**src/common/acc_disp_pkg.sv**
```systemverilog
// ======================================
// Accelerator dispatcher package
// Widths, depths, encodings and payloads
// ======================================

package acc_disp_pkg;

  // Datapath and scoreboard sizing
  localparam int unsigned XLEN             = 32;
  localparam int unsigned TRANS_ID_W       = 3;
  localparam int unsigned NR_SB_ENTRIES    = 2 ** TRANS_ID_W;
  localparam int unsigned FRM_W            = 3;

  // Instruction queue sizing
  localparam int unsigned INSN_QUEUE_DEPTH = 3;
  localparam int unsigned QUEUE_PTR_W      = $clog2(INSN_QUEUE_DEPTH);
  localparam int unsigned QUEUE_CNT_W      = $clog2(INSN_QUEUE_DEPTH + 1);

  // Width of each pending load/store counter
  localparam int unsigned PEND_CNT_W       = 3;

  // Functional unit of the instruction at the issue stage
  typedef enum logic [2:0] {
    FU_NONE  = 3'd0,
    FU_ALU   = 3'd1,
    FU_LOAD  = 3'd2,
    FU_STORE = 3'd3,
    FU_ACCEL = 3'd4
  } fu_e;

  // Memory class of an accelerator operation
  typedef enum logic [1:0] {
    ACC_OP_OTHER = 2'd0,
    ACC_OP_LOAD  = 2'd1,
    ACC_OP_STORE = 2'd2
  } acc_op_e;

  // Entry of the instruction queue
  typedef struct packed {
    logic [31:0]           insn;
    logic [XLEN-1:0]       operand_a;
    logic [XLEN-1:0]       operand_b;
    logic [TRANS_ID_W-1:0] trans_id;
    acc_op_e               op;
  } acc_insn_t;

  // Request payload toward the accelerator
  typedef struct packed {
    logic [31:0]           insn;
    logic [XLEN-1:0]       rs1;
    logic [XLEN-1:0]       rs2;
    logic [FRM_W-1:0]      frm;
    logic [TRANS_ID_W-1:0] trans_id;
  } acc_req_t;

endpackage

```
**src/hw/acc_dispatcher/acc_pending_counter.sv**
```systemverilog
// ======================================
// Pending operation counter
// Up/down count with synchronous clear
// ======================================

`timescale 1ns/1ps

module acc_pending_counter import acc_disp_pkg::*; (
  input  logic                  clk_i,
  input  logic                  arst_n_i,
  input  logic                  clear_i,
  input  logic                  inc_i,
  input  logic                  dec_i,
  output logic [PEND_CNT_W-1:0] count_o
);

  logic [PEND_CNT_W-1:0] count_q;

  always_ff @(posedge clk_i or negedge arst_n_i) begin
    if (!arst_n_i) begin
      count_q <= '0;
    end else if (clear_i) begin
      // Clear wins over a same-cycle event
      count_q <= '0;
    end else if (inc_i && !dec_i) begin
      count_q <= count_q + 1'b1;
    end else if (dec_i && !inc_i) begin
      count_q <= count_q - 1'b1;
    end
  end

  assign count_o = count_q;

endmodule

```
**src/hw/acc_dispatcher/acc_mem_tracker.sv**
```systemverilog
// ======================================
// Accelerator memory tracker
// Pending load/store counts, barrier halt
// ======================================

`timescale 1ns/1ps

module acc_mem_tracker import acc_disp_pkg::*; (
  input  logic clk_i,
  input  logic arst_n_i,
  input  logic flush_i,
  input  logic issue_ld_i,
  input  logic issue_st_i,
  input  logic disp_ld_i,
  input  logic disp_st_i,
  input  logic load_complete_i,
  input  logic store_complete_i,
  input  logic store_pending_i,
  input  logic commit_st_barrier_i,
  output logic no_ld_pending_o,
  output logic no_st_pending_o,
  output logic ctrl_halt_o
);

  logic [PEND_CNT_W-1:0] spec_ld_cnt;
  logic [PEND_CNT_W-1:0] disp_ld_cnt;
  logic [PEND_CNT_W-1:0] spec_st_cnt;
  logic [PEND_CNT_W-1:0] disp_st_cnt;
  logic                  wait_st_q;

  // Speculative loads, lost on flush
  acc_pending_counter i_spec_ld_cnt (
    .clk_i    (clk_i),
    .arst_n_i (arst_n_i),
    .clear_i  (flush_i),
    .inc_i    (issue_ld_i),
    .dec_i    (disp_ld_i),
    .count_o  (spec_ld_cnt)
  );

  // Dispatched loads, gone only on completion
  acc_pending_counter i_disp_ld_cnt (
    .clk_i    (clk_i),
    .arst_n_i (arst_n_i),
    .clear_i  (1'b0),
    .inc_i    (disp_ld_i),
    .dec_i    (load_complete_i),
    .count_o  (disp_ld_cnt)
  );

  acc_pending_counter i_spec_st_cnt (
    .clk_i    (clk_i),
    .arst_n_i (arst_n_i),
    .clear_i  (flush_i),
    .inc_i    (issue_st_i),
    .dec_i    (disp_st_i),
    .count_o  (spec_st_cnt)
  );

  acc_pending_counter i_disp_st_cnt (
    .clk_i    (clk_i),
    .arst_n_i (arst_n_i),
    .clear_i  (1'b0),
    .inc_i    (disp_st_i),
    .dec_i    (store_complete_i),
    .count_o  (disp_st_cnt)
  );

  assign no_ld_pending_o = (spec_ld_cnt == '0) && (disp_ld_cnt == '0);
  assign no_st_pending_o = (spec_st_cnt == '0) && (disp_st_cnt == '0);

  // Barrier arms the wait, it lasts while the accelerator has stores
  always_ff @(posedge clk_i or negedge arst_n_i) begin
    if (!arst_n_i) begin
      wait_st_q <= 1'b0;
    end else begin
      wait_st_q <= (wait_st_q | commit_st_barrier_i) & store_pending_i;
    end
  end

  assign ctrl_halt_o = wait_st_q;

endmodule

```
**src/hw/acc_dispatcher/acc_issue_ctrl.sv**
```systemverilog
// ======================================
// Accelerator issue control
// Handshake detection and issue stall
// ======================================

`timescale 1ns/1ps

module acc_issue_ctrl import acc_disp_pkg::*; (
  input  logic    clk_i,
  input  logic    arst_n_i,
  input  logic    issue_hs_i,
  input  logic    issue_done_i,
  input  fu_e     issue_fu_i,
  input  acc_op_e issue_op_i,
  input  logic    flush_unissued_i,
  input  logic    queue_ready_i,
  input  logic    no_ld_pending_i,
  input  logic    no_st_pending_i,
  input  logic    acc_cons_en_i,
  output logic    push_o,
  output logic    issue_ld_o,
  output logic    issue_st_o,
  output logic    issue_stall_o
);

  logic acc_hs;
  logic push_q;

  // Fresh accelerator instruction accepted by the issue stage
  assign acc_hs = issue_hs_i & (issue_fu_i == FU_ACCEL) & ~issue_done_i & ~flush_unissued_i;

  // Operands arrive one cycle later, so push is delayed to match
  always_ff @(posedge clk_i or negedge arst_n_i) begin
    if (!arst_n_i) begin
      push_q <= 1'b0;
    end else begin
      push_q <= acc_hs;
    end
  end

  assign push_o = push_q;

  // Speculative load/store counters see the handshake directly
  assign issue_ld_o = acc_hs & (issue_op_i == ACC_OP_LOAD);
  assign issue_st_o = acc_hs & (issue_op_i == ACC_OP_STORE);

  always_comb begin
    unique case (issue_fu_i)
      // No room left in the instruction queue
      FU_ACCEL: issue_stall_o = ~queue_ready_i;
      // Scalar load behind an accelerator store
      FU_LOAD:  issue_stall_o = acc_cons_en_i & ~no_st_pending_i;
      // Scalar store behind any accelerator memory access
      FU_STORE: issue_stall_o = acc_cons_en_i & (~no_st_pending_i | ~no_ld_pending_i);
      default:  issue_stall_o = 1'b0;
    endcase
  end

endmodule

```
**src/hw/acc_dispatcher/acc_insn_queue.sv**
```systemverilog
// ======================================
// Accelerator instruction queue
// Circular FIFO with usage and flush
// ======================================

`timescale 1ns/1ps

module acc_insn_queue import acc_disp_pkg::*; #(
  parameter type payload_t = acc_insn_t
) (
  input  logic     clk_i,
  input  logic     arst_n_i,
  input  logic     flush_i,
  input  logic     push_i,
  input  payload_t data_i,
  input  logic     pop_i,
  output payload_t data_o,
  output logic     empty_o,
  output logic     ready_o
);

  localparam logic [QUEUE_PTR_W-1:0] LAST_PTR = QUEUE_PTR_W'(INSN_QUEUE_DEPTH - 1);

  payload_t               mem_q [INSN_QUEUE_DEPTH];
  logic [QUEUE_PTR_W-1:0] wr_ptr_q;
  logic [QUEUE_PTR_W-1:0] rd_ptr_q;
  logic [QUEUE_CNT_W-1:0] usage_q;
  logic                   full;
  logic                   do_push;
  logic                   do_pop;

  assign full    = (usage_q == QUEUE_CNT_W'(INSN_QUEUE_DEPTH));
  assign empty_o = (usage_q == '0);
  // Keep one slot spare for the instruction already in flight
  assign ready_o = (usage_q < QUEUE_CNT_W'(INSN_QUEUE_DEPTH - 1));

  // A full queue still takes a push when the head leaves
  assign do_pop  = pop_i & ~empty_o;
  assign do_push = push_i & (~full | do_pop);

  // Head is read straight from storage
  assign data_o = mem_q[rd_ptr_q];

  always_ff @(posedge clk_i or negedge arst_n_i) begin
    if (!arst_n_i) begin
      wr_ptr_q <= '0;
      rd_ptr_q <= '0;
      usage_q  <= '0;
    end else if (flush_i) begin
      wr_ptr_q <= '0;
      rd_ptr_q <= '0;
      usage_q  <= '0;
    end else begin
      if (do_push) begin
        wr_ptr_q <= (wr_ptr_q == LAST_PTR) ? '0 : wr_ptr_q + 1'b1;
      end
      if (do_pop) begin
        rd_ptr_q <= (rd_ptr_q == LAST_PTR) ? '0 : rd_ptr_q + 1'b1;
      end
      // Usage only moves when exactly one side is active
      if (do_push && !do_pop) begin
        usage_q <= usage_q + 1'b1;
      end else if (do_pop && !do_push) begin
        usage_q <= usage_q - 1'b1;
      end
    end
  end

  always_ff @(posedge clk_i) begin
    if (do_push && !flush_i) begin
      mem_q[wr_ptr_q] <= data_i;
    end
  end

endmodule

```
**src/hw/acc_dispatcher/acc_spec_tracker.sv**
```systemverilog
// ======================================
// Speculation tracker
// Holds instructions until committed
// ======================================

`timescale 1ns/1ps

module acc_spec_tracker import acc_disp_pkg::*; (
  input  logic                  clk_i,
  input  logic                  arst_n_i,
  input  logic                  flush_i,
  input  logic                  push_i,
  input  logic [TRANS_ID_W-1:0] push_trans_id_i,
  input  logic                  head_valid_i,
  input  logic [TRANS_ID_W-1:0] head_trans_id_i,
  input  acc_op_e               head_op_i,
  input  logic                  commit_acc_i,
  input  logic [TRANS_ID_W-1:0] commit_trans_id_i,
  input  logic                  req_ready_i,
  output logic                  disp_valid_o,
  output logic                  pop_o,
  output logic                  disp_ld_o,
  output logic                  disp_st_o
);

  logic [NR_SB_ENTRIES-1:0] pending_d, pending_q;
  logic [NR_SB_ENTRIES-1:0] ready_d, ready_q;
  logic                     commit_ok;
  logic                     head_commit;

  // Commit only counts for an ID the dispatcher already holds
  assign commit_ok   = commit_acc_i & pending_q[commit_trans_id_i];
  assign head_commit = commit_ok & (commit_trans_id_i == head_trans_id_i);

  // Head may leave once non-speculative, commit bypass saves a cycle
  assign disp_valid_o = head_valid_i & (ready_q[head_trans_id_i] | head_commit);
  assign pop_o        = disp_valid_o & req_ready_i;
  assign disp_ld_o    = pop_o & (head_op_i == ACC_OP_LOAD);
  assign disp_st_o    = pop_o & (head_op_i == ACC_OP_STORE);

  always_comb begin
    pending_d = pending_q;
    ready_d   = ready_q;
    // New instruction entered the queue
    if (push_i) begin
      pending_d[push_trans_id_i] = 1'b1;
    end
    // Flush drops every speculative entry
    if (flush_i) begin
      pending_d = '0;
    end
    // Reached the scoreboard head
    if (commit_ok) begin
      pending_d[commit_trans_id_i] = 1'b0;
      ready_d[commit_trans_id_i]   = 1'b1;
    end
    // Handed to the request register
    if (pop_o) begin
      ready_d[head_trans_id_i] = 1'b0;
    end
  end

  always_ff @(posedge clk_i or negedge arst_n_i) begin
    if (!arst_n_i) begin
      pending_q <= '0;
      ready_q   <= '0;
    end else begin
      pending_q <= pending_d;
      ready_q   <= ready_d;
    end
  end

endmodule

```
**src/hw/acc_dispatcher/acc_req_reg.sv**
```systemverilog
// ======================================
// Accelerator request register
// One-entry fall-through valid/ready stage
// ======================================

`timescale 1ns/1ps

module acc_req_reg import acc_disp_pkg::*; #(
  parameter type payload_t = acc_req_t
) (
  input  logic     clk_i,
  input  logic     arst_n_i,
  input  logic     valid_i,
  input  payload_t data_i,
  output logic     ready_o,
  output logic     valid_o,
  output payload_t data_o,
  input  logic     ready_i
);

  logic     full_q;
  payload_t data_q;
  logic     capture;

  // Accept new data only while the slot is free
  assign ready_o = ~full_q;
  assign valid_o = full_q | valid_i;
  // Empty slot lets the input fall through
  assign data_o  = full_q ? data_q : data_i;

  // Park the request when downstream stalls it
  assign capture = valid_i & ~full_q & ~ready_i;

  always_ff @(posedge clk_i or negedge arst_n_i) begin
    if (!arst_n_i) begin
      full_q <= 1'b0;
    end else if (capture) begin
      full_q <= 1'b1;
    end else if (full_q && ready_i) begin
      full_q <= 1'b0;
    end
  end

  // Payload held stable until accepted
  always_ff @(posedge clk_i) begin
    if (capture) begin
      data_q <= data_i;
    end
  end

endmodule

```
**src/hw/acc_dispatcher/acc_disp_top.sv**
```systemverilog
// ======================================
// Accelerator dispatcher top level
// Queues issued instructions, sends them
// once non-speculative, returns results
// ======================================

`timescale 1ns/1ps

module acc_disp_top import acc_disp_pkg::*; (
  input  logic                  clk_i,
  input  logic                  arst_n_i,
  // Issue stage
  input  logic                  issue_hs_i,
  input  logic                  issue_done_i,
  input  fu_e                   issue_fu_i,
  input  acc_op_e               issue_op_i,
  input  logic                  flush_unissued_i,
  input  logic                  flush_ex_i,
  input  logic [31:0]           ex_insn_i,
  input  logic [XLEN-1:0]       ex_operand_a_i,
  input  logic [XLEN-1:0]       ex_operand_b_i,
  input  logic [TRANS_ID_W-1:0] ex_trans_id_i,
  input  acc_op_e               ex_op_i,
  input  logic [FRM_W-1:0]      fcsr_frm_i,
  input  logic                  acc_cons_en_i,
  output logic                  issue_stall_o,
  // Commit stage and controller
  input  logic                  commit_acc_i,
  input  logic [TRANS_ID_W-1:0] commit_trans_id_i,
  input  logic                  commit_st_barrier_i,
  output logic                  ctrl_halt_o,
  // Accelerator request
  output logic                  acc_req_valid_o,
  output acc_req_t              acc_req_o,
  input  logic                  acc_req_ready_i,
  // Accelerator response
  input  logic                  acc_resp_valid_i,
  input  logic [XLEN-1:0]       acc_resp_result_i,
  input  logic [TRANS_ID_W-1:0] acc_resp_trans_id_i,
  input  logic                  acc_resp_error_i,
  input  logic                  acc_store_pending_i,
  input  logic                  acc_load_complete_i,
  input  logic                  acc_store_complete_i,
  // Result toward the core
  output logic                  acc_valid_o,
  output logic [XLEN-1:0]       acc_result_o,
  output logic [TRANS_ID_W-1:0] acc_trans_id_o,
  output logic                  acc_error_o
);

  // Issue control to queue and trackers
  logic      push;
  logic      issue_ld;
  logic      issue_st;
  // Queue status and head entry
  logic      queue_ready;
  logic      queue_empty;
  acc_insn_t queue_in;
  acc_insn_t queue_head;
  // Dispatch gate
  logic      disp_valid;
  logic      disp_pop;
  logic      disp_ld;
  logic      disp_st;
  // Request register
  logic      req_ready;
  acc_req_t  req_in;
  // Pending memory operations
  logic      no_ld_pending;
  logic      no_st_pending;

  // Execute-stage data is valid in the push cycle
  assign queue_in = '{
    insn:      ex_insn_i,
    operand_a: ex_operand_a_i,
    operand_b: ex_operand_b_i,
    trans_id:  ex_trans_id_i,
    op:        ex_op_i
  };

  // Rounding mode is sampled live, in-order commit keeps it current
  assign req_in = '{
    insn:     queue_head.insn,
    rs1:      queue_head.operand_a,
    rs2:      queue_head.operand_b,
    frm:      fcsr_frm_i,
    trans_id: queue_head.trans_id
  };

  acc_issue_ctrl i_issue_ctrl (
    .clk_i            (clk_i),
    .arst_n_i         (arst_n_i),
    .issue_hs_i       (issue_hs_i),
    .issue_done_i     (issue_done_i),
    .issue_fu_i       (issue_fu_i),
    .issue_op_i       (issue_op_i),
    .flush_unissued_i (flush_unissued_i),
    .queue_ready_i    (queue_ready),
    .no_ld_pending_i  (no_ld_pending),
    .no_st_pending_i  (no_st_pending),
    .acc_cons_en_i    (acc_cons_en_i),
    .push_o           (push),
    .issue_ld_o       (issue_ld),
    .issue_st_o       (issue_st),
    .issue_stall_o    (issue_stall_o)
  );

  acc_insn_queue #(
    .payload_t (acc_insn_t)
  ) i_insn_queue (
    .clk_i    (clk_i),
    .arst_n_i (arst_n_i),
    .flush_i  (flush_ex_i),
    .push_i   (push),
    .data_i   (queue_in),
    .pop_i    (disp_pop),
    .data_o   (queue_head),
    .empty_o  (queue_empty),
    .ready_o  (queue_ready)
  );

  acc_spec_tracker i_spec_tracker (
    .clk_i             (clk_i),
    .arst_n_i          (arst_n_i),
    .flush_i           (flush_ex_i),
    .push_i            (push),
    .push_trans_id_i   (ex_trans_id_i),
    .head_valid_i      (~queue_empty),
    .head_trans_id_i   (queue_head.trans_id),
    .head_op_i         (queue_head.op),
    .commit_acc_i      (commit_acc_i),
    .commit_trans_id_i (commit_trans_id_i),
    .req_ready_i       (req_ready),
    .disp_valid_o      (disp_valid),
    .pop_o             (disp_pop),
    .disp_ld_o         (disp_ld),
    .disp_st_o         (disp_st)
  );

  acc_req_reg #(
    .payload_t (acc_req_t)
  ) i_req_reg (
    .clk_i    (clk_i),
    .arst_n_i (arst_n_i),
    .valid_i  (disp_valid),
    .data_i   (req_in),
    .ready_o  (req_ready),
    .valid_o  (acc_req_valid_o),
    .data_o   (acc_req_o),
    .ready_i  (acc_req_ready_i)
  );

  acc_mem_tracker i_mem_tracker (
    .clk_i               (clk_i),
    .arst_n_i            (arst_n_i),
    .flush_i             (flush_ex_i),
    .issue_ld_i          (issue_ld),
    .issue_st_i          (issue_st),
    .disp_ld_i           (disp_ld),
    .disp_st_i           (disp_st),
    .load_complete_i     (acc_load_complete_i),
    .store_complete_i    (acc_store_complete_i),
    .store_pending_i     (acc_store_pending_i),
    .commit_st_barrier_i (commit_st_barrier_i),
    .no_ld_pending_o     (no_ld_pending),
    .no_st_pending_o     (no_st_pending),
    .ctrl_halt_o         (ctrl_halt_o)
  );

  // Responses go back unchanged, error flags an exception
  assign acc_valid_o    = acc_resp_valid_i;
  assign acc_result_o   = acc_resp_result_i;
  assign acc_trans_id_o = acc_resp_trans_id_i;
  assign acc_error_o    = acc_resp_error_i;

endmodule

```
**config.mk**
```make
export PLATFORM = sky130hd
export DESIGN_NAME = acc_disp_top
export DESIGN_NICKNAME = d
export VERILOG_FILES = /design/src/common/acc_disp_pkg.sv /design/src/hw/acc_dispatcher/acc_pending_counter.sv /design/src/hw/acc_dispatcher/acc_mem_tracker.sv /design/src/hw/acc_dispatcher/acc_issue_ctrl.sv /design/src/hw/acc_dispatcher/acc_insn_queue.sv /design/src/hw/acc_dispatcher/acc_spec_tracker.sv /design/src/hw/acc_dispatcher/acc_req_reg.sv /design/src/hw/acc_dispatcher/acc_disp_top.sv
export SDC_FILE = /design/constraint.sdc
export NUM_CORES = 1
export LEC_CHECK = 0
export ABC_CLOCK_PERIOD_IN_PS = 15100
export BUFFER_PORTS_ARGS = -buffer_cell sky130_fd_sc_hd__buf_2
export CAP_MARGIN = 20
export CORE_ASPECT_RATIO = 0.7
export CORE_MARGIN = 2
export CORE_UTILIZATION = 56
export DETAILED_ROUTE_END_ITERATION = 16
export HOLD_SLACK_MARGIN = 0.12
export PLACE_DENSITY = 0.85
export SYNTH_ARGS = -nofsm -noshare
export SYNTH_HDL_FRONTEND = slang
export SYNTH_SLANG_ARGS = --single-unit
```
**constraint.sdc**
```tcl
create_clock -name clk_i -period 15.1 [get_ports clk_i]
set_input_delay 2.265 -clock clk_i [delete_from_list [all_inputs] [get_ports clk_i]]
set_output_delay 2.265 -clock clk_i [all_outputs]
set_load 0.005 [all_outputs]
```
# Word level (Yosys, flattened, before mapping)

Memory sizes are Yosys's and may differ from the RTL's.
Cells that the tools add are included.

Flip-flop bits (word level): 139
Bits in writable memories: 303
Input bits: 162
Logic and storage cells: 164
Memories kept: 1

Memory list:

| memory             | words | width | read ports | clocked after memory_dff | write ports | RTL line             | source |
|---|---|---|---|---|---|---|---|
| i_insn_queue.mem_q | 3     | 101   | 1          | 0                        | 1           | acc_insn_queue.sv:24 | `payload_t mem_q [INSN_QUEUE_DEPTH];` |

$add $sub $neg: 12
Magnitude comparators: 7
Eq/ne operators: 11
Mux-type cells: 40
Bitwise gates (word level): 37
Reduce and logical (&&, ||, !) cells: 39

Operators by type and width:

| operator              | count |
|---|---|
| $mux W102             | 1 |
| $mux W8               | 5 |
| $mux W3               | 10 |
| $mux W2               | 9 |
| $and A1 B1 Y1         | 17 |
| $logic_and A1 B1 Y1   | 17 |
| $and A8 B8 Y8         | 2 |
| $not A8 Y8            | 2 |
| $or A8 B8 Y8          | 2 |
| $add A3 B1 Y3 const B | 4 |
| $logic_not A3 Y1      | 4 |
| $lt A3 B4 Y1 const B  | 3 |
| $sub A3 B1 Y3 const B | 4 |
| $eq A2 B2 Y1 const B  | 5 |
| $reduce_bool A2 Y1    | 5 |
| $demux W1 S3          | 3 |
| $ge A3 B1 Y1 const B  | 3 |
| $logic_not A1 Y1      | 9 |
| $mux W1               | 9 |
| $not A1 Y1            | 9 |
| $reduce_bool A3 Y1    | 3 |
| $add A2 B1 Y2 const B | 3 |
| $bmux W1 S3           | 2 |
| $eq A3 B2 Y1 const B  | 2 |
| 8 further kinds       | 13 |

# Logic depth before layout (Yosys ltp)

Depth after elaboration: 15
Gate-level depth with buffers: 15

# Modules after synthesis

From an unflattened synthesis, not the netlist that was laid out.

Cell total of the unflattened synthesis: 1146
Area total of the unflattened synthesis: 18401.4 um2

By module, submodules not included:

| module              | times used | cells an instance | area an instance (um2) | sequential area each (um2) |
|---|---|---|---|---|
| acc_insn_queue      | 1          | 682               | 11524.8                | 9248.9 |
| acc_req_reg         | 1          | 221               | 4496.8                 | 3088.0 |
| acc_spec_tracker    | 1          | 118               | 1244.9                 | 400.4 |
| acc_pending_counter | 4          | 17                | 168.9                  | 75.1 |
| acc_disp_top        | 1          | 38                | 281.5                  | 0.0 |
| acc_issue_ctrl      | 1          | 12                | 106.4                  | 25.0 |
| acc_mem_tracker     | 1          | 7                 | 71.3                   | 25.0 |

# Worst setup path before layout

Ideal clock, no wire load.

Kind: input to register
From: input commit_trans_id_i[2]
To: memory i_insn_queue.mem_q[2][0] (netlist bit), enable pin
Setup time: 0.844 ns
Arrival time: 13.988 ns
Data required time: 14.256 ns
Path slack: 0.268 ns
Stages: 9
Path buffers: 1
Path through: buf_2 -> nand2b_1 -> o21ai_0 -> o41ai_1 -> nor4_1 -> a21oi_2 -> o21ai_0 -> o21ai_2 -> nor4b_1

Cells in the longest elaborated chain, start to end: 13
Elaborated cells on any way between the ends: 14
Classes of those cells: eq/ne: 1; mux: 4; bitwise: 8; reduce/logical: 1

RTL lines:

| element                         | RTL line               | source |
|---|---|---|
| from (decl)                     | acc_disp_top.sv:29     | `input logic [TRANS_ID_W-1:0] commit_trans_id_i,` |
| $bmux W1 S3                     | acc_spec_tracker.sv:32 | `assign commit_ok = commit_acc_i & pending_q[commit_trans_id_i];` |
| $mux W1 (implied by the code)   | acc_spec_tracker.sv:32 |  |
| $and A1 B1 Y1                   | acc_spec_tracker.sv:32 |  |
| $and A1 B1 Y1 *                 | acc_spec_tracker.sv:33 | `assign head_commit = commit_ok & (commit_trans_id_i == head_trans_id_i);` |
| $or A1 B1 Y1 *                  | acc_spec_tracker.sv:36 | `assign disp_valid_o = head_valid_i & (ready_q[head_trans_id_i] \| head_commit);` |
| $and A1 B1 Y1 *                 | acc_spec_tracker.sv:36 |  |
| $and A1 B1 Y1 *                 | acc_spec_tracker.sv:37 | `assign pop_o = disp_valid_o & req_ready_i;` |
| $and A1 B1 Y1 *                 | acc_insn_queue.sv:38   | `assign do_pop = pop_i & ~empty_o;` |
| $or A1 B1 Y1 *                  | acc_insn_queue.sv:39   | `assign do_push = push_i & (~full \| do_pop);` |
| $and A1 B1 Y1 *                 | acc_insn_queue.sv:39   |  |
| $logic_and A1 B1 Y1 *           | acc_insn_queue.sv:70   | `if (do_push && !flush_i) begin` |
| $mux W1 *                       | acc_insn_queue.sv:70   |  |
| $mux W1 (implied by the code) * | acc_insn_queue.sv:71   | `mem_q[wr_ptr_q] <= data_i;` |
| to (decl)                       | acc_insn_queue.sv:24   |  |

Mark *: on every way between the ends. The rest lies on a longest branch, timed or not. The select of a mux whose other input is x is not followed.

# Final worst setup path

From: input commit_trans_id_i[1]
To: output acc_req_valid_o

Cells in the longest elaborated chain, start to end: 7
Elaborated cells on any way between the ends: 8
Classes of those cells: eq/ne: 1; mux: 2; bitwise: 5

RTL lines:

| element                       | RTL line               | source |
|---|---|---|
| $bmux W1 S3                   | acc_spec_tracker.sv:32 |  |
| $mux W1 (implied by the code) | acc_spec_tracker.sv:32 |  |
| $and A1 B1 Y1                 | acc_spec_tracker.sv:32 |  |
| $and A1 B1 Y1 *               | acc_spec_tracker.sv:33 |  |
| $or A1 B1 Y1 *                | acc_spec_tracker.sv:36 |  |
| $and A1 B1 Y1 *               | acc_spec_tracker.sv:36 |  |
| $or A1 B1 Y1 *                | acc_req_reg.sv:27      | `assign valid_o = full_q \| valid_i;` |
| to (decl)                     | acc_disp_top.sv:33     | `output logic acc_req_valid_o,` |

Marks and branches as above.

==> flow_summary_export.csv <==
group,metric,value,unit
floorplanning,rows,54,
synth,ys_seq_area_share,73.0,%
clocking,cts_resized,0,
timing,finalSetupTns,0,ps
floorplanning,coreArea,0.0314,mm2
worst_setup_path,cp.buffers_inverters,2,
detailed_routing,routedWlPerCell,19.8,um
placed_design,dpl_worst_slack,8740,ps
synth,synth_top_area_share,67.8,%
global_route,first_global_vias,9716,
timing,relSlewSlack,29.0,%
worst_setup_path,cpMostUsedCell,"buf_2",
detailed_routing,postRouteAntennaNets,0,
pwr,irDropWorstVdd,104,uV
synth,synthTopCellsByArea,"edfxtp_1 (68%), mux2_2 (6.8%), mux2i_1 (6.0%)",
clocking,insertion_delay,540,ps
global_route,antenna_found_initial,8,
clocking,cts_max_level,2,
timing,min_period,6430,ps
placed_design,portBuffers,229,
final_layout,nFillCells,2136,
floorplanning,dieWidth,218,um
synth,synth_most_common_cell,"edfxtp_1",
clocking,cts_sinks,442,
placed_design,postPlaceCellArea,0.0192,mm2
global_route,track_usage,21.0,%
timing,finalHoldViolations,0,
clocking,cts.root.buffer_cell,"clkbuf_16",
worst_setup_path,critPathRequiredTime,12840,ps
worst_setup_path,max_stage_delay,580,ps
synth,synthTopCellsByCount,"edfxtp_1 (405), nand2_1 (115), mux2_2 (108)",
timing,rsz0062_at_grt,"no",
worst_setup_path,cp-end-kind,"output port",
synth,ys.warnings.count,0,
final_layout,areaGrowthSynthToFinish,14.7,%
clocking,hold_buffers,0,
detailed_routing,dr.pass1.iters,5,
worst_setup_path,critPathTopFamily,"compound AO/OA/AOI/OAI gates",
synth,synth_nets,1297,
global_route,grt_max_degree,114,
synth,ys_ff_latch,442,
detailed_routing,via_count,9951,
worst_setup_path,path_max_fanout,10,
timing,worst_clock_skew,19.4,ps
clocking,cts.path.max_buffers,3,
floorplanning,ios,304,
timing,tightest_slew,1070,ps
floorplanning,fp.dieArea,0.0335,mm2
final_layout,drive_above_1_share,31.2,%
pwr,intPower,1.92,mW
pwr,cellLeakagePower,6.87,nW
worst_setup_path,cp_data_arrival_time,4160,ps
timing,fmax,156,MHz
synth,syn_area_per_cell,15.9,um2
clocking,cts_made_buffers,43,
timing,holdWs,472,ps
synth,synthCells,1129,
final_layout,finalInstanceArea,0.0206,mm2
pwr,power_density,116,mW/mm2
clocking,tritoncts,"built",
pwr,pwr-share-seq,56.7,%
synth,synth_async_sr_flop_share,8.37,%
pwr,finalPower,2.39,mW
timing,slew_violations,0,
detailed_routing,drc,0,
floorplanning,start_util,57.2,%
clocking,clkTransAtPathRegs,60,ps
clocking,postCtsSetupBuffers,0,
pwr,clkPwrFrac,40.6,%
synth,synth_edf_count,405,
global_route,grt_first_pass_wirelength,54.1,mm
outcome,status,"finished, final reports clean",
detailed_routing,wl,35.4,mm
synth,yosys.area.top_type,"edfxtp_1",
worst_setup_path,cp_slowest_cell,"o41ai_1",
timing,fin_crit_sh,42.6,%
worst_hold_path,min_path_type,"reg2reg",
synth,synth_flop_cell,"edfxtp_1",
pwr,swShare,19.7,%
pwr,switchingPower,0.471,mW
worst_setup_path,crit_path_cell_trace,"buf_2 -> mux2i_1 -> nor3b_1 -> o41ai_1 -> nor4_1 -> a21oi_2 -> o21bai_1 -> buf_2",
detailed_routing,drt_iter0_markers,901,
worst_setup_path,rrSetupSlack,9700,ps
global_route,grt-ovfl-total,0,
floorplanning,die_y,154,um
worst_setup_path,start_kind,"primary input",
final_layout,nets,1492,
timing,post-route-worst-setup-slack,8670,ps
final_layout,fin_cells,1783,
detailed_routing,via_per_inst,5.58,
worst_setup_path,worst-setup-path-type,"in2out",
pwr,comb_power_share,2.7,%
placed_design,gp_congestion,0.871,
placed_design,placed_cells,1697,
job,cap_viol_max_count,0,
timing,setup_viol,0,
final_layout,fin_util,65.6,%
synth,ys_types,55,
placed_design,hpwl,21.7,mm
synth,synthesis.area,0.0179,mm2
## logic make-up after synthesis
family / synth area share (%)
and+or+nand+nor: 4.92
muxes: 13.2
buffers and inverters: 3.08
DFF: 73.0
xor gates and xnor gates: 0.537
adders and majority gates: 0.586
AOI/OAI and AO/OA: 4.68
## path summary, 6_finish.rpt
| check | start | to | cells past startpoint |
|---|---|---|---|
| max | commit_trans_id_i[1] | acc_req_valid_o | 8 |
| min | i_mem_tracker.i_disp_st_cnt.count_o[2] | i_mem_tracker.i_disp_st_cnt.count_o[2] | 1 |
| max reg2reg | i_insn_queue.rd_ptr_q[0] | i_req_reg.data_q[59] | 10 |
| min reg2reg | i_mem_tracker.i_disp_st_cnt.count_o[2] | i_mem_tracker.i_disp_st_cnt.count_o[2] | 1 |
| max in group asynchronous | arst_n_i | i_req_reg.full_q | 1 |
| min in group asynchronous | arst_n_i | i_issue_ctrl.push_o | 1 |
## power by group through the flow
stage	registers, mW	clock network, mW	logic [mW]
after CTS	1.35	0.993	0.0650
after detailed placement	1.38	0	0.0649
after global routing	1.35	1.05	0.0726
after global placement	1.38	0	0.0604
after floorplan	1.38	0	0.0381
final	1.35	0.970	0.0649
## sequential cells by signal, indices dropped and copies added, names as in the netlist
signal	cells
i_insn_queue.rd_ptr_q	2
i_spec_tracker.ready_q	8
i_req_reg.full_q	1
i_mem_tracker.i_spec_st_cnt.count_o	3
i_issue_ctrl.push_o	1
i_mem_tracker.i_spec_ld_cnt.count_o	3
i_mem_tracker.i_disp_ld_cnt.count_o	3
i_mem_tracker.i_disp_st_cnt.count_o	3
i_insn_queue.wr_ptr_q	2
i_insn_queue.usage_q	2
i_mem_tracker.ctrl_halt_o	1
i_spec_tracker.pending_q	8
i_insn_queue.mem_q	303
i_req_reg.data_q	102
## final cells by class
class                   count  area [um2]  area share [%]
repair buffers            242        1280            6.24
flip-flops and latches    442       13100            63.7
inverters                  14        52.6           0.256
diodes                      6        15.0          0.0730
well taps                 420         526            2.56
multi-input cells         581        4320            21.0
clock inverters            26         159           0.773
clock buffers              52        1110            5.40
## metal layers
metal,vias to the layer above,GRT usage (%),share of wire (%)
met5,-,0,0.12
met1,4869,29.5,43
met2,394,33.7,47
met4,6,5.22,1.6
met3,62,4.91,8.0
li1,4620,-,-
## cell usage in the layout (no fill, tap or decap), types with 3 or more instances in the layout
| cell type | n |
|---|---|
| a21oi_1 | 5 |
| a31oi_1 | 5 |
| buf_2 | 229 |
| buf_4 | 11 |
| clkbuf_1 | 9 |
| clkbuf_16 | 43 |
| clkinv_1 | 12 |
| clkinv_2 | 7 |
| clkinvlp_4 | 3 |
| dfrtp_1 | 34 |
| dfrtp_4 | 3 |
| diode_2 | 6 |
| edfxtp_1 | 405 |
| fa_1 | 4 |
| inv_1 | 14 |
| inv_6 | 3 |
| mux2_1 | 4 |
| mux2_2 | 108 |
| mux2i_1 | 107 |
| nand2_1 | 115 |
| nand2b_1 | 7 |
| nor2_1 | 36 |
| nor2b_1 | 9 |
| nor3_1 | 13 |
| o21a_1 | 3 |
| o21ai_0 | 105 |
| o32a_1 | 8 |
| xnor2_1 | 5 |
| xor2_1 | 6 |
Note: power is estimated with default switching activity, not from simulation.
